[config.mk]
export PLATFORM = sky130hd
export DESIGN_NAME = dot_product_unit
export DESIGN_NICKNAME = d
export VERILOG_FILES = /design/src/dot_pkg.sv /design/src/binary_tree_adder_unsigned.sv /design/src/dot_config_regs.sv /design/src/dot_product_unit.sv /design/src/group_accumulator.sv /design/src/lane_multiplier_array.sv
export SDC_FILE = /design/constraint.sdc
export NUM_CORES = 2
export LEC_CHECK = 0
export ABC_AREA = 1
export CORE_MARGIN = 2
export CORE_UTILIZATION = 45
export CTS_CLUSTER_DIAMETER = 40
export DETAILED_ROUTE_END_ITERATION = 16
export DONT_BUFFER_PORTS = 1
export PLACE_DENSITY = 0.68
export SYNTH_ARGS = -nofsm -noshare
export SYNTH_HDL_FRONTEND = slang
export SYNTH_HIERARCHICAL = 1
export SYNTH_SLANG_ARGS = --single-unit
[constraint.sdc]
create_clock -name clk -period 6 [get_ports clk]
set_clock_uncertainty 0.15 [all_clocks]
set_input_delay 1.2 -clock clk [delete_from_list [all_inputs] [get_ports clk]]
set_output_delay 1.2 -clock clk [all_outputs]
set_load 0.02 [all_outputs]
[src/dot_pkg.sv]
// dot_pkg: configuration struct, register address enum, id and reset constants.
package dot_pkg;

    // register port and field widths.
    parameter int CFG_DATA_W  = 16;
    parameter int GROUP_LEN_W = 8;
    parameter int SHIFT_W     = 5;

    // identification word, returned on the id address.
    parameter logic [CFG_DATA_W-1:0] CFG_ID_VALUE = 16'hd07a;

    typedef enum logic [1:0] {
        CFG_CTRL  = 2'd0, // bit 0 is signed_mode.
        CFG_GROUP = 2'd1, // bits 7:0 are group_len.
        CFG_SHIFT = 2'd2, // bits 4:0 are shift.
        CFG_ID    = 2'd3  // read only.
    } cfg_addr_e;

    // settings steering the datapath.
    typedef struct packed {
        logic                   signed_mode; // two's-complement operands.
        logic [GROUP_LEN_W-1:0] group_len;   // vectors per result, 0 acts as 1.
        logic [SHIFT_W-1:0]     shift;       // right shift of the finished sum.
    } cfg_t;

    parameter cfg_t CFG_RESET = '{
        signed_mode: 1'b0,
        group_len:   8'd1,
        shift:       5'd0
    };

endpackage

[src/binary_tree_adder_unsigned.sv]
// binary_tree_adder_unsigned and binary_tree_adder_layer_unsigned: power-of-two adder tree.
`timescale 1ns/1ps

module binary_tree_adder_unsigned #(
    parameter int INPUTS_AMOUNT = 8,
    parameter int P             = 16
) (
    input  logic [P-1:0]                       inputs [INPUTS_AMOUNT],
    output logic [P+$clog2(INPUTS_AMOUNT)-1:0] out,
    input  logic                               signedAddition
);

    localparam int LAYERS = $clog2(INPUTS_AMOUNT);

    // only powers of two reduce evenly.
    if ((INPUTS_AMOUNT & (INPUTS_AMOUNT - 1)) != 0) begin : gen_pow2_check
        $fatal(1, "binary tree adder: input count %0d is not a power of 2", INPUTS_AMOUNT);
    end

    if (LAYERS == 0) begin : gen_single
        assign out = inputs[0];
    end else begin : gen_tree
        for (genvar l = 0; l < LAYERS; l++) begin : gen_layer
            // each layer halves the count and grows one bit.
            logic [P+l:0] layer_sum [INPUTS_AMOUNT >> (l + 1)];

            if (l == 0) begin : gen_first
                binary_tree_adder_layer_unsigned #(
                    .INPUTS_AMOUNT (INPUTS_AMOUNT),
                    .P             (P)
                ) u_layer (
                    .inputs         (inputs),
                    .outputs        (layer_sum),
                    .signedAddition (signedAddition)
                );
            end else begin : gen_next
                binary_tree_adder_layer_unsigned #(
                    .INPUTS_AMOUNT (INPUTS_AMOUNT >> l),
                    .P             (P + l)
                ) u_layer (
                    .inputs         (gen_layer[l-1].layer_sum),
                    .outputs        (layer_sum),
                    .signedAddition (signedAddition)
                );
            end
        end

        assign out = gen_layer[LAYERS-1].layer_sum[0]; // root of the tree.
    end

endmodule

module binary_tree_adder_layer_unsigned #(
    parameter int INPUTS_AMOUNT = 2,
    parameter int P             = 16
) (
    input  logic [P-1:0] inputs  [INPUTS_AMOUNT],
    output logic [P:0]   outputs [INPUTS_AMOUNT/2],
    input  logic         signedAddition
);

    localparam int PAIRS = INPUTS_AMOUNT / 2;

    for (genvar i = 0; i < PAIRS; i++) begin : gen_pair
        logic [P:0] lhs;
        logic [P:0] rhs;

        // extra top bit is the sign in signed mode, else zero.
        assign lhs = {signedAddition & inputs[2*i][P-1], inputs[2*i]};
        assign rhs = {signedAddition & inputs[2*i+1][P-1], inputs[2*i+1]};

        assign outputs[i] = lhs + rhs;
    end

endmodule

[src/dot_config_regs.sv]
// dot_config_regs: write/read register block for mode, group length and shift.
`timescale 1ns/1ps

module dot_config_regs import dot_pkg::*; (
    input  logic                  clk,
    input  logic                  rst_n,
    input  logic                  cfg_we,
    input  cfg_addr_e             cfg_addr,
    input  logic [CFG_DATA_W-1:0] cfg_wdata,
    output logic [CFG_DATA_W-1:0] cfg_rdata,
    output cfg_t                  cfg
);

    // each address writes only the bits of its field.
    always_ff @(posedge clk or negedge rst_n) begin
        if (!rst_n) begin
            cfg <= CFG_RESET;
        end else if (cfg_we) begin
            case (cfg_addr)
                CFG_CTRL: begin
                    cfg.signed_mode <= cfg_wdata[0];
                end
                CFG_GROUP: begin
                    cfg.group_len <= cfg_wdata[GROUP_LEN_W-1:0];
                end
                CFG_SHIFT: begin
                    cfg.shift <= cfg_wdata[SHIFT_W-1:0];
                end
                default: begin
                    cfg <= cfg; // id is read only.
                end
            endcase
        end
    end

    // unused bits read back as zero.
    always_comb begin
        cfg_rdata = '0;
        case (cfg_addr)
            CFG_CTRL: begin
                cfg_rdata[0] = cfg.signed_mode;
            end
            CFG_GROUP: begin
                cfg_rdata[GROUP_LEN_W-1:0] = cfg.group_len;
            end
            CFG_SHIFT: begin
                cfg_rdata[SHIFT_W-1:0] = cfg.shift;
            end
            CFG_ID: begin
                cfg_rdata = CFG_ID_VALUE;
            end
            default: begin
                cfg_rdata = '0;
            end
        endcase
    end

endmodule

[src/dot_product_unit.sv]
// dot_product_unit: registers, lane multipliers, adder tree and group accumulator.
`timescale 1ns/1ps

module dot_product_unit import dot_pkg::*; #(
    parameter int N_LANES = 8,
    parameter int DATA_W  = 8,
    parameter int ACC_W   = 32
) (
    input  logic                  clk,
    input  logic                  rst_n,
    input  logic                  vec_valid,
    input  logic [DATA_W-1:0]     vec_a [N_LANES],
    input  logic [DATA_W-1:0]     vec_b [N_LANES],
    output logic [ACC_W-1:0]      result,
    output logic                  result_valid,
    input  logic                  cfg_we,
    input  cfg_addr_e             cfg_addr,
    input  logic [CFG_DATA_W-1:0] cfg_wdata,
    output logic [CFG_DATA_W-1:0] cfg_rdata
);

    localparam int PROD_W = 2 * DATA_W;
    localparam int SUM_W  = PROD_W + $clog2(N_LANES);

    cfg_t              cfg;
    logic [PROD_W-1:0] products [N_LANES];
    logic              prod_valid;
    logic [SUM_W-1:0]  tree_sum;

    dot_config_regs u_regs (
        .clk       (clk),
        .rst_n     (rst_n),
        .cfg_we    (cfg_we),
        .cfg_addr  (cfg_addr),
        .cfg_wdata (cfg_wdata),
        .cfg_rdata (cfg_rdata),
        .cfg       (cfg)
    );

    // stage one.
    lane_multiplier_array #(
        .N_LANES (N_LANES),
        .DATA_W  (DATA_W)
    ) u_mult (
        .clk         (clk),
        .rst_n       (rst_n),
        .vec_valid   (vec_valid),
        .vec_a       (vec_a),
        .vec_b       (vec_b),
        .signed_mode (cfg.signed_mode),
        .products    (products),
        .prod_valid  (prod_valid)
    );

    binary_tree_adder_unsigned #(
        .INPUTS_AMOUNT (N_LANES),
        .P             (PROD_W)
    ) u_tree (
        .inputs         (products),
        .out            (tree_sum),
        .signedAddition (cfg.signed_mode)
    );

    // stage two.
    group_accumulator #(
        .SUM_W (SUM_W),
        .ACC_W (ACC_W)
    ) u_acc (
        .clk          (clk),
        .rst_n        (rst_n),
        .tree_sum     (tree_sum),
        .sum_valid    (prod_valid),
        .cfg          (cfg),
        .result       (result),
        .result_valid (result_valid)
    );

endmodule

[src/group_accumulator.sv]
// group_accumulator: extends tree sums, accumulates a group, shifts and emits the result.
`timescale 1ns/1ps

module group_accumulator import dot_pkg::*; #(
    parameter int SUM_W = 19,
    parameter int ACC_W = 32
) (
    input  logic             clk,
    input  logic             rst_n,
    input  logic [SUM_W-1:0] tree_sum,
    input  logic             sum_valid,
    input  cfg_t             cfg,
    output logic [ACC_W-1:0] result,
    output logic             result_valid
);

    logic signed [ACC_W-1:0] sum_sext;
    logic [ACC_W-1:0]        sum_zext;
    logic [ACC_W-1:0]        sum_ext;
    logic [ACC_W-1:0]        acc;
    logic [ACC_W-1:0]        total;
    logic signed [ACC_W-1:0] total_sra;
    logic [ACC_W-1:0]        total_srl;
    logic [GROUP_LEN_W-1:0]  count;
    logic [GROUP_LEN_W-1:0]  last_idx;
    logic                    first;
    logic                    last;

    assign sum_sext = $signed(tree_sum); // sign extension to ACC_W.
    assign sum_zext = tree_sum;
    assign sum_ext  = cfg.signed_mode ? sum_sext : sum_zext;

    // a group length of zero behaves as one.
    assign last_idx = (cfg.group_len == '0) ? '0 : cfg.group_len - 1'b1;
    assign first    = (count == '0);
    assign last     = (count == last_idx);

    // first element replaces the running sum, the sum wraps at ACC_W.
    assign total = first ? sum_ext : acc + sum_ext;

    assign total_sra = $signed(total) >>> cfg.shift;
    assign total_srl = total >> cfg.shift;

    always_ff @(posedge clk or negedge rst_n) begin
        if (!rst_n) begin
            count        <= '0;
            result_valid <= 1'b0;
        end else begin
            result_valid <= sum_valid && last;
            if (sum_valid) begin
                if (last) begin
                    count <= '0;
                end else begin
                    count <= count + 1'b1;
                end
            end
        end
    end

    always_ff @(posedge clk) begin
        if (sum_valid) begin
            acc <= total;
            if (last) begin
                result <= cfg.signed_mode ? total_sra : total_srl;
            end
        end
    end

endmodule

[src/lane_multiplier_array.sv]
// lane_multiplier_array: registered per-lane multipliers with a valid stage.
`timescale 1ns/1ps

module lane_multiplier_array #(
    parameter int N_LANES = 8,
    parameter int DATA_W  = 8
) (
    input  logic                  clk,
    input  logic                  rst_n,
    input  logic                  vec_valid,
    input  logic [DATA_W-1:0]     vec_a [N_LANES],
    input  logic [DATA_W-1:0]     vec_b [N_LANES],
    input  logic                  signed_mode,
    output logic [2*DATA_W-1:0]   products [N_LANES],
    output logic                  prod_valid
);

    localparam int PROD_W = 2 * DATA_W;

    logic [PROD_W-1:0] lane_prod [N_LANES];

    for (genvar i = 0; i < N_LANES; i++) begin : gen_lane
        logic signed [PROD_W-1:0] prod_s;
        logic [PROD_W-1:0]        prod_u;

        // operands widen to PROD_W before the multiply.
        assign prod_s = $signed(vec_a[i]) * $signed(vec_b[i]);
        assign prod_u = vec_a[i] * vec_b[i];

        assign lane_prod[i] = signed_mode ? prod_s : prod_u;
    end

    always_ff @(posedge clk or negedge rst_n) begin
        if (!rst_n) begin
            prod_valid <= 1'b0;
        end else begin
            prod_valid <= vec_valid;
        end
    end

    // products only load with a vector.
    always_ff @(posedge clk) begin
        if (vec_valid) begin
            products <= lane_prod;
        end
    end

endmodule

# == Word-level counts from Yosys, hierarchy flattened ==
# Cells that the tools add are included.
# word_totals
reg_bits,216
input_bits,150
out_inout_bits,49
elab_cells,87
# op_classes
add_sub_neg,10
multipliers,16
n_eq_ne,4
shift,2
n_mux,17
bitwise_logic,14
reduce_logical,8
# op_table
operator,n
8-bit by 8-bit multiplier with 16-bit output,16
16-bit two-way mux,8
32-bit two-way mux,3
17-bit adder,4
18-bit adder,2
32-bit adder,1
32-bit by 5-bit right shift with 32-bit output,1
32-bit by 5-bit >>> shifter with 32-bit output,1
8-bit two-way mux,3
19-bit adder,1
8-bit zero test,2
1-bit bitwise AND,14
4-bit one-hot mux with 3 select lines,1
"8-bit by 1-bit adder with 8-bit output, second input constant",1
8-bit equality test,1
2-bit AND reduction,4
"8-bit by 1-bit subtractor with 8-bit output, second input constant",1
3-bit one-hot mux with 2 select lines,1
"2-bit equality test, second input constant",2
1-bit one-hot mux with 4 select lines,1
"2-bit by 1-bit equality test with 1-bit output, second input constant",1
2-bit zero test,1
1-bit logical AND,1

# == Longest topological paths before layout ==
# depth
ltp_word,11
ltp_mapped,48
depth_no_buf,48

# == By module ==
# The synthesis kept the hierarchy.
# by_module_without_submodules
module,instances,cells_per_inst,area_per_inst_um2,seq_area_each_um2
lane_multiplier_array,1,5401,40269.9,3868.7
group_accumulator,1,1257,7642.3,2147.1
binary_tree_adder_layer_unsigned at u_tree.gen_tree.gen_layer[0].gen_first.u_layer,1,792,4097.7,0.0
binary_tree_adder_layer_unsigned at u_tree.gen_tree.gen_layer[1].gen_next.u_layer,1,365,1944.4,0.0
binary_tree_adder_layer_unsigned at u_tree.gen_tree.gen_layer[2].gen_next.u_layer,1,197,1046.0,0.0
dot_config_regs,1,101,820.8,351.6

# == Worst setup path after synthesis ==
# Ideal clock, no wire load.
# synth_timing
path_kind,reg-to-reg
startpoint,reg u_mult/products[0] in the netlist's numbering
endpoint,reg u_acc.result[27] (data pin)
setup_time_ns,0.265
t_arrival_ns,5.341
required_time_ns,5.585
path_slack_ns,0.245
stages_incl_launch_ff,42
synth_period_minus_slack_ns,5.755
path_cell_list,edfxtp_1 ha_1 fa_1 nand2_1 nand2_1 nand3_1 nand2_2 xor2_1 ha_1 nand2_1 inv_1 a21oi_1 nand3_2 nand2_2 nand2_1 nand2_1 nand2_1 ha_1 [6 not listed] nand2_2 buf_4 inv_1 ha_1 nand3_1 nor2_2 nand2_1 nor2_1 nand2_1 nand3_1 nand2_1 nand3_2 nand2_4 nand2_2 nand2_1 o21bai_1 nand2_1 o211ai_1
# synth_lines
item,line_no,rtl
"start, declared",lane_multiplier_array.sv:14,"output logic [2*DATA_W-1:0] products [N_LANES],"
"start signal, assigned",lane_multiplier_array.sv:44,products <= lane_prod;
"end signal, assigned",group_accumulator.sv:64,result <= cfg.signed_mode ? total_sra : total_srl;
"end, declared",group_accumulator.sv:13,"output logic [ACC_W-1:0] result,"

==> flow_metrics.py <==
metrics = {
    "clock_network": {
        "cts_hold_repair.buffers": 0,
        "largest_buffer_count_on_any_clock_path": 3,
        "clock_slew_at_the_register_clock_pins_of_the_worst_setup_and_hold_paths_ps": 60,
        "clock_tree.root_cell": "sky130_fd_sc_hd__clkbuf_16",
        "tritoncts": "built",
        "cts.sinks": 216,
        "tritoncts.num_buffers": 45,
        "worst_skew_pair.late_latency_ps": 600,
        "cts-htree-levels": 2,
    },
    "timing": {
        "period_minus_slack_ps": 6170,
        "setup_viol": 31,
        "achievable-frequency_ghz": 0.162,
        "finalMaxSlewViolations": 0,
        "transition_time_of_the_tightest_slew_check_pin_ps": 1350,
        "setup_ws_ps": -175,
        "setup_tns_ps": -3490,
        "final.period_utilization": 1.03,
        "final_hold_viol_count": 0,
        "timing.max_slew.rel_slack": 0.0974,
        "unrepaired_setup_endpoints_after_global_routing": "true",
    },
    "global_route": {
        "grt_first_pass_wirelength_um": 242000,
        "globalRoute.totalOverflow": 0,
        "grt_start_max_net_pins": 130,
        "vias_in_the_first_global_route": 50500,
        "grt_antenna_before_repair": 0,
        "grtUsageTotal": 0.228,
    },
    "die": {
        "fp-row-count": 129,
        "core_area_mm2": 0.123,
        "die_footprint_mm2": 0.127,
        "die_width_um": 356,
        "die_height_um": 356,
        "initial_core_util": 0.452,
        "number_of_primary_i_o_pins": 199,
    },
    "place": {
        "pre_cts_slack_ps": -695,
        "port_buffers": 0,
        "place_area_mm2": 0.0595,
        "dpl.hpwl_um": 119000,
        "finalWeightedCongestion": 0.942,
    },
    "synthesis": {
        "async_reset_ff_frac": 0.111,
        "syn_area_per_cell_um2": 6.88,
        "synthDominantCellAreaShare": 0.247,
        "synthTopCellsByCount": "sky130_fd_sc_hd__nand2_1 (2250), sky130_fd_sc_hd__inv_1 (2125), sky130_fd_sc_hd__fa_1 (688)",
        "post_synth_main_area_contributors": "sky130_fd_sc_hd__fa_1 (25%), sky130_fd_sc_hd__nand2_1 (15%), sky130_fd_sc_hd__inv_1 (14%)",
        "leading_cell_type_by_number_of_instances_after_synthesis": "sky130_fd_sc_hd__nand2_1",
        "synth_enable_flop_cells": 192,
        "postSynth.topFlopCell": "sky130_fd_sc_hd__edfxtp_1",
        "post_synth_instance_area_mm2": 0.0558,
        "synth_sequential_area_ratio": 0.114,
        "synth.distinct_cells": 47,
        "postSynthRegisterBits": 216,
        "post-synth-top-area-cell": "sky130_fd_sc_hd__fa_1",
        "syn-instance-count": 8113,
        "synthesis.yosys.warnings": 6,
    },
    "layout": {
        "stdcell_area_mm2": 0.0645,
        "nNetsFinal": 9770,
        "layout.core_utilization": 0.523,
        "antenna_cells_inserted": 0,
        "area_growth_pct": 15.6,
        "final.fill_count": 11800,
        "final_layout_size_suffix_gt1_frac": 0.140,
    },
    "critical_path": {
        "critPathMaxStageDelay_ps": 370,
        "crit_path_category": "reg -> reg",
        "rr_startpoint": "u_mult/products[64]",
        "crit_path_start_kind": "flip-flop",
        "ff2ff_setup_slack_ps": -170,
        "critical_path.reg2reg.endpoint": "u_acc/result[16]",
        "ff2ff_path_depth": 42,
        "worstSetupEndpointType": "flip-flop",
        "required_ps": 6200,
        "slowest_stage": "sky130_fd_sc_hd__edfxtp_1",
        "crit_fanout": 4,
        "worstPathArrival_ps": 6380,
        "critical-path-top-cell-by-count": "sky130_fd_sc_hd__nand2_2",
    },
    "routing": {
        "avgRoutedWirePerCell_um": 14.4,
        "routed_wl_um": 144000,
        "detailedRoute.firstPassIterationCount": 6,
        "routed-via-count": 49500,
        "antenna_left": 0,
        "detail_route.drc_violations": 0,
        "vias_per_cell": 4.95,
        "drt_first_iter_violations": 2887,
    },
    "run": {
        "cap_violations": 0,
    },
    "status": {
        "failed_checks": "negative setup slack",
        "status": "finished, violations left",
    },
    "hold_path": {
        "hold_path_class": "in -> async",
    },
}
## critical path: cells and delay by family (launching register included)
kind / cells / cell delay, ps
adders and majority gates: 5 / 1340
and+or+nand+nor: 29 / 2710
DFF: 1 / 370
AOI/OAI and AO/OA: 5 / 860
buffers and inverters: 2 / 260
xor gates and xnor gates: 1 / 210
## worst max path at each step
stage	endpoint	cells past startpoint	slack, ps	from
CTS	u_acc/result[10]	45	-50	u_mult/products[33]
finish	u_acc/result[16]	42	-170	u_mult/products[64]
floorplan	u_acc/result[27]	41	240	u_mult/products[0]
global placement	u_acc/result[16]	42	-590	u_mult/products[32]
global route	u_acc/result[23]	43	-540	u_mult/products[64]
detailed placement	u_acc/result[7]	41	-690	u_mult/products[32]
## routing by layer
metal | up-vias | GRT usage | routed length, um
li1 | 24800 | - | -
met1 | 23400 | 0.296 | 62200
met2 | 1090 | 0.406 | 70700
met3 | 255 | 0.0199 | 6350
met4 | 0 | 0.0644 | 4540
met5 | - | 0 | 0
## state kept, by name, summed over array words and instances, names as in the netlist
| name | cells |
|---|---|
| u_mult/products | 128 |
| u_acc/acc | 32 |
| u_acc/result | 32 |
| u_regs/cfg | 14 |
| u_acc/count | 8 |
| u_acc/result_valid | 1 |
| u_mult/prod_valid | 1 |
## stage by stage
| stage | hold WS [ps] | std cells |
|---|---|---|
| 2_1_floorplan | 309 | 8117 |
| 3_3_place_gp | 332 | 9877 |
| 3_5_place_dp | 352 | 9877 |
| 4_1_cts | 120 | 9978 |
| 5_1_grt | 125 | 10000 |
| 6_report | 143 | 10000 |
## timing repair
item,4_1_cts,5_1_grt
buffers inserted,15,23
gates cloned,3,1
pin swaps,129,132
setup endpoints to repair,33,32
resized for setup,349,307
## cells in the final DEF (no fill, tap or decap), types with 13 or more instances in the layout
cell type and instances:
sky130_fd_sc_hd__a21o_1 16, sky130_fd_sc_hd__a21oi_1 214, sky130_fd_sc_hd__a21oi_2 59, sky130_fd_sc_hd__a21oi_4 13
sky130_fd_sc_hd__buf_4 370, sky130_fd_sc_hd__buf_6 16, sky130_fd_sc_hd__clkbuf_16 46, sky130_fd_sc_hd__clkinv_1 14
sky130_fd_sc_hd__dfrtp_1 22, sky130_fd_sc_hd__edfxtp_1 192, sky130_fd_sc_hd__fa_1 684, sky130_fd_sc_hd__ha_1 540
sky130_fd_sc_hd__ha_4 55, sky130_fd_sc_hd__inv_1 2114, sky130_fd_sc_hd__inv_2 33, sky130_fd_sc_hd__nand2_1 2071
sky130_fd_sc_hd__nand2_2 213, sky130_fd_sc_hd__nand2_4 29, sky130_fd_sc_hd__nand3_1 454, sky130_fd_sc_hd__nand3_2 100
sky130_fd_sc_hd__nand3b_1 21, sky130_fd_sc_hd__nand4_1 72, sky130_fd_sc_hd__nor2_1 359, sky130_fd_sc_hd__nor2_2 48
sky130_fd_sc_hd__nor2_4 21, sky130_fd_sc_hd__nor3_2 25, sky130_fd_sc_hd__o21ai_0 204, sky130_fd_sc_hd__o21ai_1 23
sky130_fd_sc_hd__o21ai_2 15, sky130_fd_sc_hd__o21bai_1 31, sky130_fd_sc_hd__or2_2 16, sky130_fd_sc_hd__xnor2_1 39
sky130_fd_sc_hd__xor2_1 57, sky130_fd_sc_hd__xor2_2 19
## area by class of cell
| type | instances | area [um2] | area share |
|---|---|---|---|
| Clock inverter | 37 | 467 | 0.00723 |
| Clock buffer | 46 | 1130 | 0.0175 |
| Tap cell | 1637 | 2050 | 0.0317 |
| Sequential cell | 216 | 6370 | 0.0987 |
| Inverter | 2160 | 8110 | 0.126 |
| Timing Repair Buffer | 392 | 3100 | 0.0480 |
| Multi-Input combinational cell | 5514 | 43300 | 0.671 |
## kinds of logic (layout without fill, tap and decap cells)
group           Yosys count  in the layout  share of synthesized area
simple gates           3473           3473                      0.260
buf+inv                2387           2635                      0.163
fa+ha+maj              1291           1291                      0.382
compound gates          614            614                     0.0600
flops                   216            216                      0.114
xor+xnor                131            131                     0.0206
other cells               1              5                  0.0000672
Power is left out: the tool's default activity adds up to more than one toggle a clock period on the data nets, which glitch-free logic cannot reach.
